$ cat src/source/frv_defs.svh
// --------------------------------------------------------------------------
// Core width macros shared by the package and the RTL of the memory stage.
// Include this file in any unit that sizes data, address or strobe fields.
// --------------------------------------------------------------------------

`ifndef FRV_DEFS_SVH
`define FRV_DEFS_SVH

// --------------------------------------------------------------------------
// Data path
// --------------------------------------------------------------------------

// Data and address width of the core
`define FRV_XLEN 32

// Byte lanes in one data word, one strobe bit each
`define FRV_STRB_W (`FRV_XLEN / 8)

`endif

$ cat src/source/frv_pkg.sv
// --------------------------------------------------------------------------
// Shared types and constants of the pipeline. Stage payloads, forwarding
// and memory request bundles travel as the packed structs defined here.
// --------------------------------------------------------------------------

`default_nettype none

`include "frv_defs.svh"

package frv_pkg;

    // ----------------------------------------------------------------------
    // Functional unit positions in the one-hot fu field
    // ----------------------------------------------------------------------
    localparam int unsigned P_FU_ALU = 0; // Integer ALU
    localparam int unsigned P_FU_MUL = 1; // Multiply / divide
    localparam int unsigned P_FU_CFU = 2; // Control flow
    localparam int unsigned P_FU_LSU = 3; // Load / store
    localparam int unsigned P_FU_CSR = 4; // CSR access

    // ----------------------------------------------------------------------
    // LSU micro-op layout
    // ----------------------------------------------------------------------
    localparam int unsigned LSU_SIGNED   = 0; // Sign extend load data
    localparam int unsigned LSU_WIDTH_LO = 1; // Width field low bit
    localparam int unsigned LSU_WIDTH_HI = 2; // Width field high bit
    localparam int unsigned LSU_LOAD     = 3;
    localparam int unsigned LSU_STORE    = 4;

    localparam logic [1:0] LSU_BYTE = 2'd1; // Width codes
    localparam logic [1:0] LSU_HALF = 2'd2;
    localparam logic [1:0] LSU_WORD = 2'd3;

    // Trap causes raised in this stage
    localparam logic [5:0] TRAP_LDALIGN = 6'd4; // Load address misaligned
    localparam logic [5:0] TRAP_STALIGN = 6'd6; // Store address misaligned

    // ----------------------------------------------------------------------
    // Bundles
    // ----------------------------------------------------------------------
    typedef struct packed {
        logic [4:0]           rd;    // Destination register
        logic [`FRV_XLEN-1:0] opr_a; // Operand A
        logic [`FRV_XLEN-1:0] opr_b; // Operand B
        logic [4:0]           uop;   // Micro-op code
        logic [4:0]           fu;    // One-hot functional unit
        logic                 trap;  // Raise a trap
        logic [1:0]           size;  // Instruction size
        logic [31:0]          instr; // Instruction word
    } s3_pkt_t;

    typedef s3_pkt_t s4_pkt_t; // Same layout toward writeback

    typedef struct packed {
        logic [4:0]           rd;    // Destination in stage 3
        logic [`FRV_XLEN-1:0] wdata; // Value to forward
        logic                 load;  // Result not ready yet
        logic                 csr;   // CSR op in flight
    } fwd_t;

    typedef struct packed {
        logic                   wen;   // Write enable
        logic [`FRV_STRB_W-1:0] strb;  // Byte lane strobe
        logic [`FRV_XLEN-1:0]   wdata; // Lane replicated data
        logic [`FRV_XLEN-1:0]   addr;  // Word aligned address
    } dmem_req_t;

endpackage

`default_nettype wire

$ cat src/source/frv_lsu.sv
// --------------------------------------------------------------------------
// Load/store unit of the memory stage. Checks alignment, forms strobe and
// write data, and keeps one request on the data port until it is granted.
// The granted flag holds off a second request until the stage progresses.
// --------------------------------------------------------------------------

`timescale 1ns/10ps
`default_nettype none

`include "frv_defs.svh"

module frv_lsu (
    input  wire                       g_clk,        // Global clock
    input  wire                       g_resetn,     // Sync reset, active low
    input  wire                       flush,        // Stage flush
    input  wire                       lsu_valid,    // LSU op present
    output logic                      lsu_a_error,  // Misaligned access
    output logic                      lsu_ready,    // Op complete
    input  wire                       pipe_prog,    // Stage progressing
    input  wire [`FRV_XLEN-1:0]       lsu_addr,     // Byte address
    input  wire [`FRV_XLEN-1:0]       lsu_wdata,    // Store data
    input  wire                       lsu_load,     // Load op
    input  wire                       lsu_store,    // Store op
    input  wire                       lsu_byte,     // Byte width
    input  wire                       lsu_half,     // Halfword width
    input  wire                       lsu_signed,   // Signed load
    input  wire                       hold_lsu_req, // Withhold requests
    output logic                      dmem_req,     // Request valid
    output frv_pkg::dmem_req_t        dmem,         // Request fields
    input  wire                       dmem_gnt      // Request accepted
);

    logic                   lsu_word;   // Neither byte nor half
    logic                   misaligned; // Address breaks width rule
    logic                   req_done;   // Transfer completes now
    logic                   granted;    // Grant seen, waiting on stage
    logic [`FRV_STRB_W-1:0] strb;       // Lane strobe
    logic [`FRV_XLEN-1:0]   wdata;      // Replicated write data

    // ----------------------------------------------------------------------
    // Alignment and request control
    // ----------------------------------------------------------------------
    assign lsu_word   = !lsu_byte && !lsu_half;
    assign misaligned = (lsu_half && lsu_addr[0]) ||
                        (lsu_word && (lsu_addr[1:0] != 2'b00));

    assign lsu_a_error = lsu_valid && misaligned; // Trap, no request

    assign dmem_req = lsu_valid && !misaligned && !granted && !hold_lsu_req;
    assign req_done = dmem_req && dmem_gnt;

    assign lsu_ready = lsu_a_error || granted || req_done;

    // Cleared on progress so the next op can request
    always_ff @(posedge g_clk) begin
        if (!g_resetn || flush) begin
            granted <= 1'b0;
        end else if (pipe_prog) begin
            granted <= 1'b0;
        end else if (req_done) begin
            granted <= 1'b1;               // Stage 4 still busy
        end
    end

    // ----------------------------------------------------------------------
    // Strobe and write data lanes
    // ----------------------------------------------------------------------
    always_comb begin
        if (lsu_byte) begin
            strb  = 4'b0001 << lsu_addr[1:0];
            wdata = {4{lsu_wdata[7:0]}};   // Byte on every lane
        end else if (lsu_half) begin
            strb  = lsu_addr[1] ? 4'b1100 : 4'b0011;
            wdata = {2{lsu_wdata[15:0]}};  // Half on both halves
        end else begin
            strb  = 4'b1111;
            wdata = lsu_wdata;
        end
    end

    always_comb begin
        dmem.wen   = lsu_store;
        dmem.strb  = strb;
        dmem.wdata = wdata;
        dmem.addr  = {lsu_addr[`FRV_XLEN-1:2], 2'b00}; // Word aligned
    end

    // ----------------------------------------------------------------------
    // Checks
    // ----------------------------------------------------------------------

    // Request stays put until granted, unless withheld by hold
    a_req_stable : assert property (
        @(posedge g_clk) disable iff (!g_resetn || flush)
        (dmem_req && !dmem_gnt) |=> (hold_lsu_req || (dmem_req && $stable(dmem)))
    );

    // Exactly one of load or store, signed only on loads
    a_op_decode : assert property (
        @(posedge g_clk) disable iff (!g_resetn)
        lsu_valid |-> ((lsu_load != lsu_store) && (!lsu_signed || lsu_load))
    );

endmodule

`default_nettype wire

$ cat src/source/frv_pipeline_register.sv
// --------------------------------------------------------------------------
// One-entry register between two pipeline stages. Upstream pushes with
// i_valid while o_busy is low, downstream pops when it drops i_busy.
// --------------------------------------------------------------------------

`timescale 1ns/10ps
`default_nettype none

module frv_pipeline_register (
    input  wire              g_clk,    // Global clock
    input  wire              g_resetn, // Sync reset, active low
    input  wire              flush,    // Empty the register
    input  wire frv_pkg::s4_pkt_t i_data, // Payload from stage N
    input  wire              i_valid,  // Payload valid
    output logic             o_busy,   // Cannot take a new item
    output frv_pkg::s4_pkt_t o_data,   // Payload to stage N+1
    output logic             o_valid,  // Held item valid
    input  wire              i_busy    // Stage N+1 stalled
);

    logic capture; // Item taken on this edge

    // ----------------------------------------------------------------------
    // Flow control
    // ----------------------------------------------------------------------
    assign o_busy  = o_valid && i_busy;   // Full and not drained
    assign capture = i_valid && !o_busy;

    always_ff @(posedge g_clk) begin
        if (!g_resetn || flush) begin
            o_valid <= 1'b0;
        end else if (capture) begin
            o_valid <= 1'b1;               // Replace or refill
        end else if (!i_busy) begin
            o_valid <= 1'b0;               // Drained, nothing new
        end
    end

    // Payload, no reset needed behind o_valid
    always_ff @(posedge g_clk) begin
        if (capture) begin
            o_data <= i_data;
        end
    end

    // ----------------------------------------------------------------------
    // Checks
    // ----------------------------------------------------------------------

    // Held item must not change under back-pressure
    a_hold_stable : assert property (
        @(posedge g_clk) disable iff (!g_resetn || flush)
        (o_valid && i_busy) |=> $stable(o_data)
    );

endmodule

`default_nettype wire

$ cat src/source/frv_pipeline_memory.sv
// --------------------------------------------------------------------------
// Memory stage of the pipeline. Takes an instruction from stage 3, issues
// the data memory request of loads and stores, traps misaligned accesses,
// forwards its destination and passes the result on to stage 4.
// --------------------------------------------------------------------------

`timescale 1ns/10ps
`default_nettype none

`include "frv_defs.svh"

module frv_pipeline_memory (
    input  wire                g_clk,        // Global clock
    input  wire                g_resetn,     // Sync reset, active low
    input  wire                flush,        // Flush this stage
    input  wire frv_pkg::s3_pkt_t s3_pkt,    // Instruction from stage 3
    input  wire                s3_valid,     // Stage 3 packet valid
    output logic               s3_busy,      // Stage cannot accept
    output frv_pkg::fwd_t      fwd,          // Hazard forwarding
    input  wire                hold_lsu_req, // Withhold memory requests
    output logic               dmem_req,     // Memory request
    output frv_pkg::dmem_req_t dmem,         // Request fields
    input  wire                dmem_gnt,     // Request accepted
    output frv_pkg::s4_pkt_t   s4_pkt,       // Instruction to stage 4
    output logic               s4_valid,     // Stage 4 packet valid
    input  wire                s4_busy       // Stage 4 stalled
);

    import frv_pkg::*;

    logic       fu_lsu;
    logic       fu_csr;
    logic       lsu_valid;   // LSU op present
    logic       lsu_load;
    logic       lsu_store;
    logic       lsu_byte;
    logic       lsu_half;
    logic       lsu_signed;
    logic       lsu_a_error; // Misaligned access
    logic       lsu_ready;   // LSU op done
    logic [5:0] lsu_cause;   // Alignment trap cause
    logic       p_busy;      // Register full and stalled
    logic       pipe_prog;   // Instruction accepted this cycle
    s4_pkt_t    n_s4_pkt;    // Next stage 4 value

    // ----------------------------------------------------------------------
    // Decode
    // ----------------------------------------------------------------------
    assign fu_lsu     = s3_pkt.fu[P_FU_LSU];
    assign fu_csr     = s3_pkt.fu[P_FU_CSR];
    assign lsu_valid  = s3_valid && fu_lsu;
    assign lsu_load   = s3_pkt.uop[LSU_LOAD];
    assign lsu_store  = s3_pkt.uop[LSU_STORE];
    assign lsu_byte   = s3_pkt.uop[LSU_WIDTH_HI:LSU_WIDTH_LO] == LSU_BYTE;
    assign lsu_half   = s3_pkt.uop[LSU_WIDTH_HI:LSU_WIDTH_LO] == LSU_HALF;
    assign lsu_signed = s3_pkt.uop[LSU_SIGNED];

    // Stall on a full register or an ungranted access
    assign s3_busy   = p_busy || (lsu_valid && !lsu_ready);
    assign pipe_prog = s3_valid && !s3_busy;

    assign lsu_cause = lsu_load ? TRAP_LDALIGN : TRAP_STALIGN;

    // ----------------------------------------------------------------------
    // Next stage value
    // ----------------------------------------------------------------------
    always_comb begin
        n_s4_pkt = s3_pkt;
        if (fu_lsu) begin
            n_s4_pkt.opr_a = {{(`FRV_XLEN-`FRV_STRB_W){1'b0}}, dmem.strb};
            n_s4_pkt.opr_b = s3_pkt.opr_a;  // Byte address for writeback
        end
        if (!s3_pkt.trap && lsu_a_error) begin
            n_s4_pkt.trap = 1'b1;
            n_s4_pkt.rd   = lsu_cause[4:0]; // Cause rides in rd
        end
    end

    // Forwarding straight from the stage 3 packet
    assign fwd.rd    = s3_pkt.rd;
    assign fwd.wdata = s3_pkt.opr_a;
    assign fwd.load  = fu_lsu && lsu_load;  // Data only after writeback
    assign fwd.csr   = fu_csr;

    // ----------------------------------------------------------------------
    // Submodules
    // ----------------------------------------------------------------------
    frv_lsu lsu_i (
        .g_clk        (g_clk),
        .g_resetn     (g_resetn),
        .flush        (flush),
        .lsu_valid    (lsu_valid),
        .lsu_a_error  (lsu_a_error),
        .lsu_ready    (lsu_ready),
        .pipe_prog    (pipe_prog),
        .lsu_addr     (s3_pkt.opr_a),     // Address in operand A
        .lsu_wdata    (s3_pkt.opr_b),     // Store data in operand B
        .lsu_load     (lsu_load),
        .lsu_store    (lsu_store),
        .lsu_byte     (lsu_byte),
        .lsu_half     (lsu_half),
        .lsu_signed   (lsu_signed),
        .hold_lsu_req (hold_lsu_req),
        .dmem_req     (dmem_req),
        .dmem         (dmem),
        .dmem_gnt     (dmem_gnt)
    );

    frv_pipeline_register pipe_reg_i (
        .g_clk    (g_clk),
        .g_resetn (g_resetn),
        .flush    (flush),
        .i_data   (n_s4_pkt),
        .i_valid  (pipe_prog),
        .o_busy   (p_busy),
        .o_data   (s4_pkt),
        .o_valid  (s4_valid),
        .i_busy   (s4_busy)
    );

    // Hold from the core must block the port
    a_hold_blocks_req : assert property (
        @(posedge g_clk) disable iff (!g_resetn)
        hold_lsu_req |-> !dmem_req
    );

endmodule

`default_nettype wire

$ cat config.mk
export PLATFORM = sky130hd
export DESIGN_NAME = frv_pipeline_memory
export DESIGN_NICKNAME = d
export VERILOG_FILES = /design/src/source/frv_pkg.sv /design/src/source/frv_lsu.sv /design/src/source/frv_pipeline_register.sv /design/src/source/frv_pipeline_memory.sv
export VERILOG_INCLUDE_DIRS = /design/src /design/src/source
export SDC_FILE = /design/constraint.sdc
export NUM_CORES = 1
export LEC_CHECK = 0
export BUFFER_PORTS_ARGS = -buffer_cell sky130_fd_sc_hd__buf_2
export CORE_AREA = 2 2 148 150
export CTS_BUF_LIST = sky130_fd_sc_hd__clkbuf_8
export DETAILED_ROUTE_END_ITERATION = 16
export DIE_AREA = 0 0 150 152
export PLACE_DENSITY_LB_ADDON = 0.08
export SLEW_MARGIN = 20
export SYNTH_ARGS = -nofsm -noshare
export SYNTH_HDL_FRONTEND = slang
export SYNTH_SLANG_ARGS = --single-unit
$ cat constraint.sdc
create_clock -name g_clk -period 5.1 [get_ports g_clk]
set_input_delay 0.765 -clock g_clk [delete_from_list [all_inputs] [get_ports g_clk]]
set_output_delay 0.765 -clock g_clk [all_outputs]
set_load 0.03 [all_outputs]
==> out/results.txt <==
status = finished clean
Vias/cell = 4.00
Rows = 54
unrepaired setup endpoints after global routing = no
most common cell after layout, fill and taps aside = buf_2
drt first pass iters = 4
Final Util = 33.4%
Die Y = 152 um
LEAKAGE = 3.19 nW
Hold Path Class = input pin to flip-flop
Yosys Warn Count = 0
DRC viols = 0
remaining antenna violation count = 0
Slew @ Worst Pin = 0.853 ns
crit end category = primary output
Initial DRC Count = 134
Vias = 3738
Sequential cell area = 3460 um2
GPL Wtd Cong = 0.712
post-synthesis sequential area ratio = 66.3%
fillers = 2229
Crit path required time = 4.34 ns
Max VDD drop = 0.147 mV
Multi-input gate area = 1080 um2
TritonCTS Sinks = 116
Tot GR Track Use = 13.2%
#FFs+latches synth = 116
post-route cell area = 7140 um2
diodes inserted = 0
vias in the first global route = 3626
Clk Latency, worst-skew pair = 0.44 ns
Final setup viols = 0
max-cap violations = 0
CTS Root Cell = clkbuf_8
Post-CTS Setup Inserts = 0
first-pass GRT wire length = 21.8 mm
PostCTS Resize Cnt = 0
dpl cell area = 6700 um2
# H-tree levels = 4
WL final = 15.6 mm
total grt overflow = 0
initial antenna violation count = 0
Setup Skew = 0.0138 ns
Achievable Freq = 287 MHz
Final Cycle Share = 68.3%
IO Count = 346
worst path arrival time = 2.72 ns
CP Launch Type = input pin
Final min period = 3.48 ns
clk slew on worst S/H paths = 0.08 ns
CTS max path bufs = 2
share of cells above drive strength 1 = 63.8%
per-cell routed wire length = 16.7 um
CTS Buf Count = 17
largest net degree at the start of global routing = 76
Max FO, Critical Path = 13
hpwl dp = 11.7 mm
synth unique cells = 30
most frequent cells in the layout = buf_2 (343), edfxtp_1 (114), mux2_2 (35), nor2b_1 (32), o21ai_0 (25)
Starting Density = 24.5%
CTS tree = done
Mean Syn Cell Area = 14.3 um2
PD cells = 370 nW/um2
final hold vios = 0
Post-Syn Area = 5220 um2
fin nets = 765
die area = 22800 um2
Mapped Cells = 366
die span in x = 150 um
total core area = 21400 um2
worst setup path class = input pin to primary output
Slew Viols, Final = 0
Slew headroom = 43.1%
Fin Setup TNS = 0 ns
PortBufs = 343
hold-fix buffers at CTS = 0
Layout area overhead = 36.7%
==> worst max-delay path, stage by stage <==
cell and delay, ns:
buf_2 0.10, inv_1 0.04, ha_1 0.48, nor2_2 0.73, mux2_2 0.41, buf_2 0.18
==> final cells by class <==
type                            instances  area share, %
Clock buffer                           17           3.28
Clock inverter                         15           2.86
Inverter                               13          0.684
Multi-Input combinational cell        147           15.1
Sequential cell                       116           48.5
Tap cell                              280           4.91
Timing Repair Buffer                  347           24.7
==> path summary, 6_finish.rpt <==
path                            from                    end  slack [ns]  cells past startpoint
setup / recovery          s3_pkt[41]               dmem[48]        1.62                      6
hold / removal             s3_pkt[1]   pipe_reg_i.o_data[1]        0.50                      1
setup reg to reg       lsu_i.granted  pipe_reg_i.o_data[61]        3.20                      3
hold reg to reg   pipe_reg_i.o_valid     pipe_reg_i.o_valid        0.58                      2
==> stage by stage <==
| step | hold slack [ns] | cells | worst slack (ns) | power (mW) |
|---|---|---|---|---|
| finish | 0.499 | 935 | 1.62 | 2.64 |
| global route | 0.457 | 935 | 1.46 | 2.76 |
| CTS | 0.454 | 935 | 1.52 | 2.69 |
| detailed placement | 0.539 | 903 | 1.53 | 1.73 |
| global placement | 0.536 | 903 | 1.54 | 1.72 |
| floorplan | 0.561 | 367 | 0.536 | 1.56 |
==> power breakdown <==
part	leakage (nW)	internal, mW	total [mW]	switching (mW)
Clock	0.216	0.536	0.946	0.410
Combinational	1.85	0.156	0.552	0.395
Sequential	1.13	1.13	1.14	0.0137
Total	3.19	1.82	2.64	0.819
==> sequential cells by signal (all words and copies together), names as in the netlist <==
name                flops
lsu_i.granted           1
pipe_reg_i.o_valid      1
pipe_reg_i.o_data     114
==> metal layers <==
metal | global-route usage [%] | wire length (um) | share of wire [%]
met5 | 0 | 0 | 0
met4 | 5.03 | 230 | 1.5
met3 | 3.63 | 1290 | 8.3
met2 | 22.2 | 7660 | 49
met1 | 16.1 | 6440 | 41
==> cell families (layout without fill, tap and decap cells) <==
| family | after synthesis | in the layout | share of synthesized area [%] |
|---|---|---|---|
| DFF | 116 | 116 | 66.3 |
| and+or+nand+nor | 60 | 60 | 6.30 |
| muxes | 44 | 44 | 9.27 |
| AOI/OAI and AO/OA | 39 | 39 | 4.31 |
| other | 1 | 2 | 0.0718 |
| adders and majority gates | 2 | 2 | 0.479 |
| buffers and inverters | 104 | 392 | 13.2 |
==> Yosys cell counts (all sizes together) <==
master	instances	area share (%)
mux2	35	7.5
clkbuf	7	0.50
nor2	1	0.12
nand2b	1	0.12
and3	1	0.12
a211oi	1	0.14
dfxtp	2	0.77
buf	84	12
or4	1	0.22
a41oi	1	0.17
ha	2	0.48
or2	1	0.12
a21o	5	0.77
conb	1	0.072
mux2i	9	1.7
a21oi	4	0.38
nor3	1	0.096
o21a	1	0.14
o21ai	25	2.4
and2	1	0.12
o21bai	1	0.14
nor4	1	0.12
nor2b	32	3.8
edfxtp	114	66
inv	13	0.93
o41ai	1	0.17
nand2	20	1.4
Note: power is estimated with default switching activity, not from simulation.
